## src/verilog/io_pkg.sv

```systemverilog
/* io_pkg: address map, field widths and status bit positions
   shared by the CPU I/O bus peripherals */

package io_pkg;

	// bus widths
	localparam int IO_AW = 14; // word address, byte bits 15:2
	localparam int IO_DW = 32;

	typedef logic [IO_DW-1:0] io_word_t;
	typedef logic [IO_AW-1:0] io_adr_t;

	// word addresses of the mapped registers
	localparam io_adr_t ADR_LED       = 14'h3F00; // byte 16'hFC00
	localparam io_adr_t ADR_UART_CHAR = 14'h3F01; // byte 16'hFC04, write only
	localparam io_adr_t ADR_UART_STAT = 14'h3F02; // byte 16'hFC08, read only

	// one rgb led field; fields sit at bits 2:0, 6:4, 10:8, 14:12
	localparam int LED_W = 3;

	// uart status word
	localparam int STAT_FULL    = 0; // fifo full
	localparam int STAT_OVERRUN = 1; // sticky, cleared by status read
	localparam int STAT_BUSY    = 2; // fifo not empty or frame running

endpackage

```

## src/verilog/io_bus_if.sv

```systemverilog
/* io_bus_if: strobe-style CPU I/O bus, write side and registered read side */

`timescale 1ns/1ns

interface io_bus_if;

	logic              we;      // write strobe
	io_pkg::io_adr_t   wadr;    // word write address
	io_pkg::io_word_t  wdata;
	io_pkg::io_adr_t   radr;    // word read address
	logic              radr_en; // read enable, data back next cycle

	// cpu side
	modport master (
		output we,
		output wadr,
		output wdata,
		output radr,
		output radr_en
	);

	// mapped registers
	modport peripheral (
		input we,
		input wadr,
		input wdata,
		input radr,
		input radr_en
	);

endinterface

```

## src/verilog/uart_tx_fifo.sv

```systemverilog
/* uart_tx_fifo: first-word-fall-through character FIFO with
   full and empty flags */

`timescale 1ns/1ns

module uart_tx_fifo #(
	parameter int FIFO_DEPTH = 4 // power of two
) (
	input  logic       clk,
	input  logic       i_rst_n,
	input  logic       i_push,
	input  logic [7:0] i_push_data,
	output logic       o_full,
	input  logic       i_pop,
	output logic [7:0] o_pop_data,
	output logic       o_empty
);

	localparam int PW = $clog2(FIFO_DEPTH);

	logic [7:0]    mem [FIFO_DEPTH];
	logic [PW-1:0] wr_ptr;
	logic [PW-1:0] rd_ptr;
	logic [PW:0]   count;
	logic          wr_en;
	logic          rd_en;

	assign wr_en = i_push && !o_full;
	assign rd_en = i_pop && !o_empty;

	always_ff @(posedge clk) begin
		if (wr_en) begin
			mem[wr_ptr] <= i_push_data;
		end
	end

	// pointers wrap on their own width
	always_ff @(posedge clk) begin
		if (!i_rst_n) begin
			wr_ptr <= '0;
			rd_ptr <= '0;
		end else begin
			if (wr_en) begin
				wr_ptr <= wr_ptr + 1'b1;
			end
			if (rd_en) begin
				rd_ptr <= rd_ptr + 1'b1;
			end
		end
	end

	always_ff @(posedge clk) begin
		if (!i_rst_n) begin
			count <= '0;
		end else begin
			case ({wr_en, rd_en})
				2'b10:   count <= count + 1'b1;
				2'b01:   count <= count - 1'b1;
				default: count <= count; // idle or push with pop
			endcase
		end
	end

	assign o_full     = (count == (PW+1)'(FIFO_DEPTH));
	assign o_empty    = (count == '0);
	assign o_pop_data = mem[rd_ptr]; // head word, valid while not empty

	// the serializer only pops what is there
	a_no_pop_empty: assert property (@(posedge clk) disable iff (!i_rst_n)
		i_pop |-> !o_empty)
		else $error("uart_tx_fifo: pop while empty");

endmodule

```

## src/verilog/uart_tx.sv

```systemverilog
/* uart_tx: 8N1 serializer, pulls one character from the FIFO
   whenever idle */

`timescale 1ns/1ns

module uart_tx #(
	parameter int CLKS_PER_BIT = 8
) (
	input  logic       clk,
	input  logic       i_rst_n,
	input  logic       i_empty,
	input  logic [7:0] i_data,
	output logic       o_pop,
	output logic       o_busy,
	output logic       o_tx
);

	localparam int BW = (CLKS_PER_BIT > 1) ? $clog2(CLKS_PER_BIT) : 1;

	typedef enum logic [1:0] {
		IDLE,
		START,
		DATA,
		STOP
	} tx_state_t;

	tx_state_t     state;
	logic [BW-1:0] baud_cnt;
	logic [2:0]    bit_cnt;
	logic [7:0]    shreg;
	logic          baud_end;

	assign baud_end = (baud_cnt == BW'(CLKS_PER_BIT - 1));
	assign o_pop    = (state == IDLE) && !i_empty;
	assign o_busy   = (state != IDLE);

	always_ff @(posedge clk) begin
		if (!i_rst_n) begin
			state    <= IDLE;
			baud_cnt <= '0;
			bit_cnt  <= '0;
			o_tx     <= 1'b1;
		end else begin
			baud_cnt <= (baud_end || state == IDLE) ? '0 : baud_cnt + 1'b1;
			case (state)
				IDLE: if (o_pop) begin
					state <= START;
					o_tx  <= 1'b0; // start bit next cycle
				end
				START: if (baud_end) begin
					state   <= DATA;
					bit_cnt <= '0;
					o_tx    <= shreg[0]; // lsb first
				end
				DATA: if (baud_end) begin
					if (bit_cnt == 3'd7) begin
						state <= STOP;
						o_tx  <= 1'b1;
					end else begin
						bit_cnt <= bit_cnt + 1'b1;
						o_tx    <= shreg[0];
					end
				end
				default: if (baud_end) begin
					state <= IDLE; // stop bit done
				end
			endcase
		end
	end

	// shift register carries no reset
	always_ff @(posedge clk) begin
		if (o_pop) begin
			shreg <= i_data;
		end else if (baud_end && (state == START || state == DATA)) begin
			shreg <= shreg >> 1;
		end
	end

	a_idle_high: assert property (@(posedge clk) disable iff (!i_rst_n)
		(state == IDLE) |-> o_tx)
		else $error("uart_tx: line low while idle");

endmodule

```

## src/verilog/io_led.sv

```systemverilog
/* io_led: four rgb led fields written as one word, read back
   through the I/O read chain */

`timescale 1ns/1ns

module io_led (
	input  logic                        clk,
	input  logic                        i_rst_n,
	io_bus_if.peripheral                bus,
	input  io_pkg::io_word_t            i_rdata_in,
	output io_pkg::io_word_t            o_rdata,
	output logic [io_pkg::LED_W-1:0]    o_rgb_led,
	output logic [io_pkg::LED_W-1:0]    o_rgb_led1,
	output logic [io_pkg::LED_W-1:0]    o_rgb_led2,
	output logic [io_pkg::LED_W-1:0]    o_rgb_led3
);

	logic [3:0][io_pkg::LED_W-1:0] led_q;
	io_pkg::io_word_t              led_word; // fields in place, rest zero
	io_pkg::io_word_t              rd_data_q;
	logic                          rd_hit_q;

	always_comb begin
		led_word = '0;
		for (int i = 0; i < 4; i++) begin
			led_word[4*i +: io_pkg::LED_W] = led_q[i];
		end
	end

	always_ff @(posedge clk) begin
		if (!i_rst_n) begin
			led_q <= '0;
		end else if (bus.we && (bus.wadr == io_pkg::ADR_LED)) begin
			for (int i = 0; i < 4; i++) begin
				led_q[i] <= bus.wdata[4*i +: io_pkg::LED_W];
			end
		end
	end

	// read side, hit flag holds until next read
	always_ff @(posedge clk) begin
		if (!i_rst_n) begin
			rd_hit_q <= 1'b0;
		end else if (bus.radr_en) begin
			rd_hit_q <= (bus.radr == io_pkg::ADR_LED);
		end
	end

	always_ff @(posedge clk) begin
		if (bus.radr_en) begin
			rd_data_q <= led_word;
		end
	end

	assign o_rdata = rd_hit_q ? rd_data_q : i_rdata_in;

	assign o_rgb_led  = led_q[0];
	assign o_rgb_led1 = led_q[1];
	assign o_rgb_led2 = led_q[2];
	assign o_rgb_led3 = led_q[3];

	// a missed read leaves the chain value untouched
	a_miss_pass: assert property (@(posedge clk) disable iff (!i_rst_n)
		(bus.radr_en && (bus.radr != io_pkg::ADR_LED)) |=> (o_rdata == i_rdata_in))
		else $error("io_led: read miss did not pass chain data");

endmodule

```

## src/verilog/io_uart_out.sv

```systemverilog
/* io_uart_out: uart character and status registers, feeding the
   tx fifo and serializer */

`timescale 1ns/1ns

module io_uart_out #(
	parameter int CLKS_PER_BIT = 8,
	parameter int FIFO_DEPTH   = 4
) (
	input  logic             clk,
	input  logic             i_rst_n,
	io_bus_if.peripheral     bus,
	input  io_pkg::io_word_t i_rdata_in,
	output io_pkg::io_word_t o_rdata,
	output logic             o_tx
);

	logic             char_we;   // write to char register
	logic             push;
	logic             fifo_full;
	logic             fifo_empty;
	logic             pop;
	logic [7:0]       pop_data;
	logic             tx_busy;
	logic             overrun_q;
	logic             stat_rd;
	io_pkg::io_word_t stat_word;
	io_pkg::io_word_t rd_data_q;
	logic             rd_hit_q;

	assign char_we = bus.we && (bus.wadr == io_pkg::ADR_UART_CHAR);
	assign push    = char_we && !fifo_full; // drop when full
	assign stat_rd = bus.radr_en && (bus.radr == io_pkg::ADR_UART_STAT);

	always_comb begin
		stat_word = '0;
		stat_word[io_pkg::STAT_FULL]    = fifo_full;
		stat_word[io_pkg::STAT_OVERRUN] = overrun_q;
		stat_word[io_pkg::STAT_BUSY]    = !fifo_empty || tx_busy;
	end

	// sticky, a new drop wins over the clearing read
	always_ff @(posedge clk) begin
		if (!i_rst_n) begin
			overrun_q <= 1'b0;
		end else begin
			overrun_q <= (overrun_q && !stat_rd) || (char_we && fifo_full);
		end
	end

	always_ff @(posedge clk) begin
		if (!i_rst_n) begin
			rd_hit_q <= 1'b0;
		end else if (bus.radr_en) begin
			rd_hit_q <= stat_rd;
		end
	end

	always_ff @(posedge clk) begin
		if (bus.radr_en) begin
			rd_data_q <= stat_word;
		end
	end

	assign o_rdata = rd_hit_q ? rd_data_q : i_rdata_in;

	uart_tx_fifo #(.FIFO_DEPTH(FIFO_DEPTH)) u_fifo (
		.clk         (clk),
		.i_rst_n     (i_rst_n),
		.i_push      (push),
		.i_push_data (bus.wdata[7:0]),
		.o_full      (fifo_full),
		.i_pop       (pop),
		.o_pop_data  (pop_data),
		.o_empty     (fifo_empty)
	);

	uart_tx #(.CLKS_PER_BIT(CLKS_PER_BIT)) u_tx (
		.clk     (clk),
		.i_rst_n (i_rst_n),
		.i_empty (fifo_empty),
		.i_data  (pop_data),
		.o_pop   (pop),
		.o_busy  (tx_busy),
		.o_tx    (o_tx)
	);

	// a write into a full fifo leaves its fill unchanged
	a_no_push_full: assert property (@(posedge clk) disable iff (!i_rst_n)
		(char_we && fifo_full && !pop) |=> fifo_full)
		else $error("io_uart_out: write into full fifo was taken");

endmodule

```

## src/verilog/io_top.sv

```systemverilog
/* io_top: memory-mapped I/O block, LED and UART output peripherals
   on the CPU I/O bus with a chained read path */

`timescale 1ns/1ns

module io_top #(
	parameter int CLKS_PER_BIT = 8,
	parameter int FIFO_DEPTH   = 4
) (
	input  logic                     clk,
	input  logic                     i_rst_n,
	input  logic                     i_io_we,
	input  io_pkg::io_adr_t          i_io_wadr,
	input  io_pkg::io_word_t         i_io_wdata,
	input  io_pkg::io_adr_t          i_io_radr,
	input  logic                     i_io_radr_en,
	output io_pkg::io_word_t         o_io_rdata,
	output logic [io_pkg::LED_W-1:0] o_rgb_led,
	output logic [io_pkg::LED_W-1:0] o_rgb_led1,
	output logic [io_pkg::LED_W-1:0] o_rgb_led2,
	output logic [io_pkg::LED_W-1:0] o_rgb_led3,
	output logic                     o_tx
);

	io_pkg::io_word_t uart_rdata; // uart -> led in the read chain

	io_bus_if bus ();

	// cpu side of the bus
	assign bus.we      = i_io_we;
	assign bus.wadr    = i_io_wadr;
	assign bus.wdata   = i_io_wdata;
	assign bus.radr    = i_io_radr;
	assign bus.radr_en = i_io_radr_en;

	io_uart_out #(
		.CLKS_PER_BIT (CLKS_PER_BIT),
		.FIFO_DEPTH   (FIFO_DEPTH)
	) u_uart_out (
		.clk        (clk),
		.i_rst_n    (i_rst_n),
		.bus        (bus),
		.i_rdata_in ('0), // head of chain
		.o_rdata    (uart_rdata),
		.o_tx       (o_tx)
	);

	io_led u_led (
		.clk        (clk),
		.i_rst_n    (i_rst_n),
		.bus        (bus),
		.i_rdata_in (uart_rdata),
		.o_rdata    (o_io_rdata),
		.o_rgb_led  (o_rgb_led),
		.o_rgb_led1 (o_rgb_led1),
		.o_rgb_led2 (o_rgb_led2),
		.o_rgb_led3 (o_rgb_led3)
	);

endmodule

```

## config.mk

```make
export PLATFORM = sky130hd
export DESIGN_NAME = io_top
export DESIGN_NICKNAME = d
export VERILOG_FILES = /design/src/verilog/io_pkg.sv /design/src/verilog/io_bus_if.sv /design/src/verilog/uart_tx_fifo.sv /design/src/verilog/uart_tx.sv /design/src/verilog/io_led.sv /design/src/verilog/io_uart_out.sv /design/src/verilog/io_top.sv
export SDC_FILE = /design/constraint.sdc
export NUM_CORES = 1
export LEC_CHECK = 0
export BUFFER_PORTS_ARGS = -buffer_cell sky130_fd_sc_hd__buf_2
export CORE_MARGIN = 4
export CORE_UTILIZATION = 55
export CTS_BUF_LIST = sky130_fd_sc_hd__clkbuf_4
export DETAILED_ROUTE_END_ITERATION = 8
export MAX_ROUTING_LAYER = met4
export PLACE_DENSITY_LB_ADDON = 0.3
export SKIP_LAST_GASP = 1
export SYNTH_ARGS = -nofsm -noshare
export SYNTH_HDL_FRONTEND = slang
export SYNTH_HIERARCHICAL = 1
export SYNTH_SLANG_ARGS = --single-unit
```

## constraint.sdc

```tcl
create_clock -name clk -period 3.12 [get_ports clk]
set_input_delay 0.624 -clock clk [delete_from_list [all_inputs] [get_ports clk]]
set_output_delay 0.624 -clock clk [all_outputs]
set_load 0.005 [all_outputs]
```

==> flow_summary.toml, run 1 <==
[clock_tree]
cts_setup_buffers = 0
insertion_delay_ns = 0.42
clk_pin_slew_ns = 0.13
cts_root_buffer = "clkbuf_4"
numCtsBuffers = 9
clock_path_buffers = 2
cts.sinks = 88
cts_max_level = 3
cts_tree = "yes"
cts_resized = 0
postCtsHoldBufs = 0

[timing]
setup_tns_ns = 0
finalCritPeriodShare = 0.8563
hold_viol_final = 0
slew_violations = 0
slew_headroom = 0.5575
post-route-min-period_ns = 2.672
fin_worst_skew_ns = 0.01664
fmax_mhz = 374.3
setup_slack_ns = 0.4482
rsz0062_at_grt = "false"
hold_slack_ns = 0.4167
setup-violations-final = 0
worst_slew_pin_slew_ns = 0.6602

[layout]
syn_to_final_growth_pct = 16.11
fill_cells = 619
final_core_util = 0.6535
fin_cells = 551
final_area_um2 = 5024
diodes = 0
nets = 522
drive_gt1_frac = 0.3029

[floorplan]
rows = 32
core_um2 = 7687
die_w_um = 96.70
start_util = 0.5628
die_h_um = 96.70
ios = 109
dieArea_um2 = 9350

[detailed_routing]
drtPass1Iterations = 4
drc = 0
vias = 2855
wl_per_cell_um = 14.52
ant_nets = 0
drt-initial-drc-count = 111
viasPerCell = 5.181
wl_um = 8003

[placement]
gp_congestion = 0.8545
dpl.hpwl_um = 5741
postPlaceCellArea_um2 = 4891
port_buffers = 70
placedCellCount = 535
dp_slack_ns = 0.4132

[critical_path]
worst-path-stages = 11
slowest_stage = "fa_1"
cp-startpoint = "u_uart_out/u_tx/state[0]"
required_ns = 3.47
critPathTopFamily = "adder cells"
worstRegToRegCells = 11
reg2reg_from = "u_uart_out/u_tx/state[0]"
critPathBufInv = 3
reg2reg_slack_ns = 0.45
worstPathArrival_ns = 3.02
path_class = "reg2reg"
r2r-end = "u_uart_out/u_fifo/count[2]"
cp_cell_sequence = "inv_1 -> ha_1 -> inv_2 -> nor2_8 -> nor2b_1 -> ha_1 -> inv_1 -> fa_1 -> xor2_1 -> or3_1 -> a21boi_1"
cp_max_fo = 12
startpoint_type = "flip-flop"
endpoint_kind = "flip-flop"
critPathCapture = "u_uart_out/u_fifo/count[2]"
critPathMaxStageDelay_ns = 0.37

[global_route]
grt_pass1_vias = 2799
grt_max_degree = 27
antenna_found_initial = 0
grt_overflow_total = 0
grt_usage = 0.1831
grt_pass1_wl_um = 13440

[pwr]
p_leak_nw = 2.099
powerDensity_nw_per_um2 = 394.8
total_power_mw = 1.983
vdd_ir_drop_max_v = 0.0003787

[yosys]
synth-seq-cells = 88
syn-cell-area_um2 = 4327
synth_cells = 342
yosysWarnings = 6
seq_area_frac_synth = 0.5344
syn-mean-instance-area_um2 = 12.65
yosysUniqueCellTypes = 49

[run]
drv_cap = 0

[status]
status = "finished clean"

[min_path]
min_from = "i_io_wdata[7]"
min_path_type = "in2reg"
-- worst reg2reg max path, stage by stage, from the launching register on --
cell and delay [ns]:
dfxtp_1 0.35, inv_1 0.10, ha_1 0.31, inv_2 0.12, nor2_8 0.26, nor2b_1 0.24
ha_1 0.21, inv_1 0.06, fa_1 0.37, xor2_1 0.15, or3_1 0.31, a21boi_1 0.13
-- logic make-up (layout without fill, tap and decap cells) --
| logic type | after synthesis | count (layout) | synth area share |
|---|---|---|---|
| AND/OR/NAND/NOR | 143 | 143 | 0.2123 |
| flip-flops | 88 | 88 | 0.5344 |
| multiplexers | 47 | 47 | 0.1455 |
| buffers and inverters | 24 | 100 | 0.02342 |
| AO/OA/AOI/OAI | 23 | 23 | 0.03731 |
| adder cells (fa/ha/maj) | 14 | 14 | 0.04222 |
| XOR/XNOR | 2 | 2 | 0.004049 |
| other | 1 | 32 | 0.0008667 |
-- registers in the layout (all words and copies together), names as in the netlist, named ones only --
signal and count:
u_led/o_rgb_led 3, u_uart_out/rd_hit_q 1, u_uart_out/u_tx/shreg 8, u_uart_out/rd_data_q 3, u_led/rd_data_q 12, u_led/o_rgb_led3 3
u_uart_out/u_tx/state 2, u_uart_out/u_tx/bit_cnt 3, u_uart_out/u_fifo/count 3, u_uart_out/overrun_q 1, u_led/rd_hit_q 1, u_uart_out/u_fifo/rd_ptr 2
u_uart_out/u_fifo/wr_ptr 2, u_led/o_rgb_led1 3, u_uart_out/u_fifo/mem 32, u_led/o_rgb_led2 3, u_uart_out/u_tx/o_tx 1, u_uart_out/u_tx/baud_cnt 3
-- cells in the mapped netlist, drive strengths merged --
cell type | instances | area (µm²)
nor3b | 2 | 20.02
and3b | 2 | 20.02
buf | 4 | 26.27
fa | 1 | 20.02
inv | 9 | 33.79
a21o | 1 | 8.760
xor2 | 1 | 8.760
xnor2 | 1 | 8.760
nor4b | 5 | 50.04
and4b | 2 | 20.02
or3 | 2 | 12.51
nand4 | 3 | 25.02
a21boi | 6 | 45.04
o21ai | 10 | 50.05
nand2 | 41 | 153.9
mux4 | 8 | 180.2
o311ai | 1 | 16.27
nor3 | 1 | 10.01
o2111ai | 1 | 8.760
mux2 | 23 | 289.0
o211ai | 1 | 7.510
conb | 1 | 3.750
edfxtp | 55 | 1652
dfxtp | 33 | 660.6
mux2i | 16 | 160.2
clkbuf | 11 | 41.29
nand4bb | 3 | 50.05
and3 | 5 | 31.28
o22ai | 1 | 6.260
and2 | 10 | 62.56
nand3 | 3 | 15.01
o21a | 1 | 7.510
nor2b | 52 | 325.3
nor2 | 4 | 31.28
o21bai | 1 | 11.26
nor4 | 2 | 42.54
or4b | 1 | 13.76
nor4bb | 1 | 10.01
ha | 13 | 162.7
nand2b | 4 | 25.02
-- where the power goes --
group | internal (mW) | total [mW] | switching, mW | leakage, nW
combinational | 0.0600 | 0.120 | 0.0596 | 1.24
clock | 0.257 | 0.625 | 0.368 | 0.0719
sequential | 1.24 | 1.24 | 0.00175 | 0.783
-- worst min-delay path by stage --
stage	slack [ns]	cells after the start	end
detailed placement	0.42	1	u_uart_out/u_tx/baud_cnt[0]
global placement	0.40	1	u_uart_out/u_tx/baud_cnt[0]
floorplan	0.40	1	u_uart_out/u_tx/baud_cnt[0]
global route	0.38	1	u_uart_out/u_fifo/mem[2][7]
finish	0.42	1	u_uart_out/u_fifo/mem[3][7]
CTS	0.39	1	u_uart_out/u_fifo/mem[3][7]
-- placed cells by master (no fill, tap or decap), drive strengths merged, types with 2 or more instances in the layout --
master | netlist | final
buf | 4 | 75
edfxtp | 55 | 55
nor2b | 52 | 52
nand2 | 41 | 41
dfxtp | 33 | 33
conb | 1 | 32
mux2 | 23 | 23
mux2i | 16 | 16
ha | 13 | 13
clkbuf | 11 | 11
and2 | 10 | 10
o21ai | 10 | 10
inv | 9 | 9
mux4 | 8 | 8
a21boi | 6 | 6
and3 | 5 | 5
nor4b | 5 | 5
nand2b | 4 | 4
nor2 | 4 | 4
nand3 | 3 | 3
clkinv | 0 | 3
nand4 | 3 | 3
nand4bb | 3 | 3
nor4 | 2 | 2
and4b | 2 | 2
or3 | 2 | 2
and3b | 2 | 2
nor3b | 2 | 2
-- cell type report --
class / count / area [µm²] / area share
Sequential cell: 88 / 2312 / 0.4603
Clock buffer: 11 / 82.58 / 0.01644
Inverter: 9 / 33.78 / 0.006725
Multi-Input combinational cell: 261 / 2029 / 0.4040
Tap cell: 102 / 127.6 / 0.02540
Timing Repair Buffer: 75 / 387.9 / 0.07721
Clock inverter: 5 / 50.05 / 0.009963
-- layer usage --
metal,part of all wire,global-route usage
met1,0.43,0.2234
met2,0.50,0.2988
met3,0.063,0.05047
met4,0.010,0.05508
met5,0,-
Note: power is estimated with default switching activity, not from simulation.
==> run 2, diff against run 1 <==
--- a/config.mk
+++ b/config.mk
@@ -5,6 +5,7 @@
 export SDC_FILE = /design/constraint.sdc
 export NUM_CORES = 1
 export LEC_CHECK = 0
+export ABC_AREA = 1
 export BUFFER_PORTS_ARGS = -buffer_cell sky130_fd_sc_hd__buf_2
 export CORE_MARGIN = 4
 export CORE_UTILIZATION = 55
==> run 2 against run 1 <==
  * Critical path depth decreased by 8
  * Clock-buffer cell count decreased by 2
  * Routed wire length increased by 12%
  * Worst setup slack improved by 0.32 ns
  * Die area increased by 4.8%
  * Global-route usage increased by 1.5 points
  * Critical endpoint is now o_io_rdata[4]
  * Sequential share of layout area decreased by 2.0 points
  * Core utilization increased by 1.2 points
  * Maximum frequency increased by 14%
  * Synthesized area increased by 5.2%
==> flow_summary.toml, run 2 <==
[status]
status = "finished clean"

[critical_path]
cp-startpoint = "u_led/rd_hit_q"
worstPathArrival_ns = 1.72
required_ns = 2.50
reg2reg_slack_ns = 0.87
endpoint_kind = "output port"
cp_max_fo = 22
startpoint_type = "flip-flop"
path_class = "reg2out"
critPathCapture = "o_io_rdata[4]"
worstRegToRegCells = 15
r2r-end = "u_uart_out/u_fifo/count[2]"
reg2reg_from = "u_uart_out/u_tx/state[0]"

[detailed_routing]
drt-initial-drc-count = 220
wl_um = 8930
drc = 0
drtPass1Iterations = 4
ant_nets = 0
viasPerCell = 4.786
wl_per_cell_um = 11.78
vias = 3628

[global_route]
grt_max_degree = 26
antenna_found_initial = 0
grt_overflow_total = 0
grt_pass1_vias = 3390
grt_pass1_wl_um = 15190
grt_usage = 0.1978

[pwr]
swShare = 0.2710
power_frac_comb = 0.114
p_clk_frac = 0.317
p_switching_uw = 603.7
powerDensity_nw_per_um2 = 424.6
p_leak_nw = 2.287
total_power_mw = 2.228
vdd_ir_drop_max_v = 0.0002611
power.share.sequential = 0.569
p_int_mw = 1.624

[placement]
dpl.hpwl_um = 6803
port_buffers = 70
dp_slack_ns = 0.7434
gp_congestion = 0.9187
placedCellCount = 742
postPlaceCellArea_um2 = 5084

[yosys]
yosysWarnings = 6
yosysUniqueCellTypes = 31
synth_edf_count = 55
synth-seq-cells = 88
synth_top_cell_area_share = 0.3628
seq_area_frac_synth = 0.5080
synth_top_family_by_area = "simple AND/OR/NAND/NOR gates"
synthAdderAreaFrac = 0.04013
synthArstFlopShare = 0
synth_cells = 546
synth_compound_area_frac = 0.06954
synth.most_common_cell = "nor2_1"
synthFlopType = "edfxtp_1"
muxShareOfSynthArea = 0.03711
synth_xor_area_frac = 0
netlist_top_cells_area = "edfxtp_1 (36%), dfxtp_1 (15%), nor2_1 (10%)"
syn-cell-area_um2 = 4552
syn-mean-instance-area_um2 = 8.337
synth_common_cells = "nor2_1 (127), inv_1 (104), nand2_1 (79), edfxtp_1 (55), dfxtp_1 (33)"
synth_top_cell_by_area = "edfxtp_1"
yosys.area_share.simple = 0.2279

[floorplan]
die_h_um = 98.98
start_util = 0.5771
ios = 109
die_w_um = 98.98
core_um2 = 7888
rows = 32
dieArea_um2 = 9796

[timing]
setup_slack_ns = 0.7721
worst_slew_pin_slew_ns = 0.5842
fin_worst_skew_ns = 0.01458
finalCritPeriodShare = 0.7525
fmax_mhz = 425.9
slew_violations = 0
hold_viol_final = 0
post-route-min-period_ns = 2.348
slew_headroom = 0.6100
setup-violations-final = 0
rsz0062_at_grt = "false"
setup_tns_ns = 0

[layout]
drive_gt1_frac = 0.1966
fin_cells = 758
top_regs = "u_uart_out/u_fifo/mem x32, u_led/rd_data_q x12, u_uart_out/u_tx/shreg x8"
diodes = 0
largest_register_ffs = 32
final_common_cell = "nor2_1"
top_register = "u_uart_out/u_fifo/mem"
final_area_um2 = 5246
mostFrequentLayoutCells = "nor2_1 (127), inv_1 (104), nand2_1 (79), buf_2 (70), edfxtp_1 (55)"
syn_to_final_growth_pct = 15.26
nets = 729

[clock_tree]
numCtsBuffers = 9
cts_tree = "yes"
cts_root_buffer = "clkbuf_4"
cts_resized = 0
cts.sinks = 88
postCtsHoldBufs = 0
cts_max_level = 3
clock_path_buffers = 2
clk_pin_slew_ns = 0.16
insertion_delay_ns = 0.44
cts_setup_buffers = 0

[run]
drv_cap = 0

[min_path]
min_path_type = "in2reg"
## run 2: cell count changes after synthesis, moves of 10 or more
| cell | delta |
|---|---|
| nor2_1 | +124 |
| inv_1 | +97 |
| nor2b_1 | -52 |
| nand2_1 | +38 |
| a21oi_1 | +22 |
| nand3_1 | +22 |
| mux2i_1 | -16 |
| clkbuf_1 | -11 |
| and2_1 | -10 |
| o21ai_0 | +10 |
## run 2: how the worst min path moves through the flow
stage | from | to | slack, ns | cells past startpoint
4_1_cts | i_io_wdata[3] | u_uart_out/u_fifo/mem[2][3] | 0.35 | 1
3_5_place_dp | u_uart_out/u_tx/baud_cnt[0] | u_uart_out/u_tx/baud_cnt[0] | 0.42 | 1
3_3_place_gp | u_uart_out/u_tx/baud_cnt[0] | u_uart_out/u_tx/baud_cnt[0] | 0.41 | 1
2_1_floorplan | u_uart_out/u_tx/baud_cnt[0] | u_uart_out/u_tx/baud_cnt[0] | 0.40 | 1
6_report | i_io_wdata[3] | u_uart_out/u_fifo/mem[1][3] | 0.39 | 1
5_1_grt | i_io_wdata[3] | u_uart_out/u_fifo/mem[2][3] | 0.34 | 1
## run 2: routing by layer
layer / wire length (µm) / vias to the layer above / global-route usage
met5: 0 / - / -
met2: 4475 / 90 / 0.3306
li1: - / 1898 / -
met1: 3866 / 1628 / 0.2384
met4: 151 / 0 / 0.08613
met3: 435 / 12 / 0.02831
## run 2: layout make-up
| cell class | count | area [µm²] |
|---|---|---|
| Clock buffer | 9 | 67.56 |
| Clock inverter | 7 | 95.09 |
| Fill cell | 652 | 2641 |
| Inverter | 108 | 407.9 |
| Multi-Input combinational cell | 366 | 1826 |
| Sequential cell | 88 | 2312 |
| Tap cell | 102 | 127.6 |
| Timing Repair Buffer | 78 | 410.4 |
## run 2: logic make-up after synthesis
family                   after synthesis
multiplexers                          15
AND/OR/NAND/NOR                      248
flip-flops                            88
adder cells (fa/ha/maj)               14
buffers and inverters                123
other                                  1
AO/OA/AOI/OAI                         57
## run 2: metrics by stage
step | util | hold WS (ns)
2_1_floorplan | - | 0.3990
3_3_place_gp | 0.6445 | 0.4083
3_5_place_dp | 0.6445 | 0.4236
4_1_cts | 0.6651 | 0.3520
5_1_grt | 0.6651 | 0.3432
6_report | 0.6651 | 0.3929
## run 2: worst max-delay path: stages, from the launching register on
cell and delay [ns]:
dfxtp_1 0.67, buf_4 0.33, mux2_2 0.18, buf_2 0.11
## run 2: power groups by stage
stage          registers [mW]  logic, mW  clock network, mW
2_1_floorplan            1.29      0.167                  0
3_5_place_dp             1.29      0.249                  0
6_report                 1.27      0.253              0.706
5_1_grt                  1.27      0.294              0.771
3_3_place_gp             1.29      0.240                  0
4_1_cts                  1.27      0.250              0.723
==> run 3, diff against run 2 <==
--- a/config.mk
+++ b/config.mk
@@ -8,7 +8,7 @@
 export ABC_AREA = 1
 export BUFFER_PORTS_ARGS = -buffer_cell sky130_fd_sc_hd__buf_2
 export CORE_MARGIN = 4
-export CORE_UTILIZATION = 55
+export CORE_UTILIZATION = 50
 export CTS_BUF_LIST = sky130_fd_sc_hd__clkbuf_4
 export DETAILED_ROUTE_END_ITERATION = 8
 export MAX_ROUTING_LAYER = met4
==> constraint.sdc (replaced) <==
create_clock -name clk -period 2 [get_ports clk]
set_input_delay 0.4 -clock clk [delete_from_list [all_inputs] [get_ports clk]]
set_output_delay 0.4 -clock clk [all_outputs]
set_load 0.005 [all_outputs]
==> run 3 against run 2 <==
  * Core utilization shrank 5.0 points
  * Largest power group unchanged
  * Combinational power up 72%
  * Die area is 9.2% higher
  * Highest routed layer unchanged
  * First-iteration DRC count down 39%
  * Non-clock buffer count up 15
  * Power grew 53%
  * Sequential cell count unchanged
  * Critical endpoint is now u_uart_out/u_fifo/count[2]
  * Critical path type is now reg2reg
==> flow_summary.toml, run 3 (synthesized netlist as in run 2, its figures left out) <==
[status]
status = "finished clean"

[critical_path]
path_class = "reg2reg"
cp_max_fo = 4
worstPathArrival_ns = 2.31
endpoint_kind = "flip-flop"
startpoint_type = "flip-flop"
reg2reg_slack_ns = 0.08
required_ns = 2.39

[timing]
post-route-min-period_ns = 1.918
hold_slack_ns = 0.1517
slew_headroom = 0.6515
setup_tns_ns = 0
hold_viol_final = 0
fmax_mhz = 521.4
setup-violations-final = 0
fin_worst_skew_ns = 0.01544
finalCritPeriodShare = 0.9590
rsz0062_at_grt = "true"
slew_violations = 0
setup_slack_ns = 0.08208
worst_slew_pin_slew_ns = 0.5216

[clock_tree]
clock_path_buffers = 2
cts.sinks = 88
cts_root_buffer = "clkbuf_4"
numCtsBuffers = 9
postCtsHoldBufs = 0
cts_max_level = 3
insertion_delay_ns = 0.45
cts_tree = "yes"
clk_pin_slew_ns = 0.16

[detailed_routing]
wl_per_cell_um = 12.01
viasPerCell = 4.719
drc = 0
ant_nets = 0
drtPass1Iterations = 5
drt-initial-drc-count = 135
wl_um = 9357
vias = 3676

[layout]
fin_cells = 779
top_register = "u_uart_out/u_fifo/mem"
final_area_um2 = 5413
mostFrequentLayoutCells = "nor2_1 (127), inv_1 (98), nand2_1 (77), buf_2 (70), edfxtp_1 (55)"
diodes = 0
final_core_util = 0.6147
top_regs = "u_uart_out/u_fifo/mem x32, u_led/rd_data_q x12, u_uart_out/u_tx/shreg x8"
syn_to_final_growth_pct = 18.91
final_common_cell = "nor2_1"
nets = 744
largest_register_ffs = 32
seq_area_um2 = 2320
fill_cells = 762
multi_input_area_um2 = 1879
drive_gt1_frac = 0.2429

[global_route]
grt_usage = 0.1803
grt_max_degree = 26
antenna_found_initial = 0
grt_pass1_vias = 3334
grt_pass1_wl_um = 14700
grt_overflow_total = 0

[pwr]
total_power_mw = 3.416
p_switching_uw = 971.6
power_frac_comb = 0.127
p_clk_frac = 0.293
swShare = 0.2844
p_int_mw = 2.445
powerDensity_nw_per_um2 = 631.1
vdd_ir_drop_max_v = 0.0004346
power.share.sequential = 0.579
p_leak_nw = 2.354

[floorplan]
core_um2 = 8806
die_h_um = 103.4
die_w_um = 103.4
ios = 109
start_util = 0.5169
rows = 34
dieArea_um2 = 10690

[placement]
placedCellCount = 755
gp_congestion = 0.8707
dpl.hpwl_um = 6918
dp_slack_ns = -0.05586
port_buffers = 70
postPlaceCellArea_um2 = 5150

[min_path]
min_path_type = "in2reg"

[run]
drv_cap = 0
==> run 3: cell types whose count changed in the layout (fill, tap and decap cells not counted), sizes merged <==
cell / before / now
bufinv: 1 / 0
clkinvlp: 0 / 1
buf: 78 / 93
==> run 3: path summary, 6_finish.rpt <==
kind | from | end | depth (start not counted)
setup / recovery | u_uart_out/u_fifo/count[2] | u_uart_out/u_fifo/count[2] | 14
hold / removal | i_io_wdata[7] | u_uart_out/u_fifo/mem[3][7] | 1
setup reg to reg | u_uart_out/u_fifo/count[2] | u_uart_out/u_fifo/count[2] | 14
hold reg to reg | u_uart_out/u_tx/baud_cnt[0] | u_uart_out/u_tx/baud_cnt[0] | 1
==> run 3: timing repair <==
action,4_1_cts,5_1_grt
pin swaps,3,7
resized for setup,10,14
endpoints found under the hold margin,0,0
setup endpoints to repair,2,3
setup buffers,5,3
==> run 3: routing by layer <==
metal / track usage / up-vias / share of wire
met2: 0.3000 / 102 / 0.50
li1: - / 1919 / -
met3: 0.02280 / 16 / 0.052
met1: 0.2203 / 1639 / 0.43
met4: 0.07869 / 0 / 0.020
met5: - / - / 0
==> run 3: final cells by class <==
type                            instances  share of cell area
Clock buffer                            9             0.01248
Clock inverter                          7             0.01387
Multi-Input combinational cell        366              0.3472
Tap cell                              108             0.02497
Timing Repair Buffer                   93             0.09663
Sequential cell                        88              0.4286
Inverter                              108             0.07628
==> run 3: power groups by stage <==
stage / clock network, mW / logic, mW / registers [mW]
5_1_grt: 1.11 / 0.503 / 1.98
3_3_place_gp: 0 / 0.385 / 2.02
6_report: 1.00 / 0.435 / 1.98
3_5_place_dp: 0 / 0.395 / 2.02
2_1_floorplan: 0 / 0.260 / 2.02
4_1_cts: 1.03 / 0.420 / 1.98
==> run 3: critical path: stages (launching register included) <==
cell	delay, ns
dfxtp_2	0.38
inv_1	0.08
nand2_2	0.12
inv_4	0.07
nor2_8	0.10
nand2_1	0.08
inv_2	0.09
ha_4	0.15
inv_2	0.05
fa_2	0.37
nand2_2	0.09
nand3_2	0.08
nand2_1	0.06
nand2_1	0.04
nor2_1	0.10
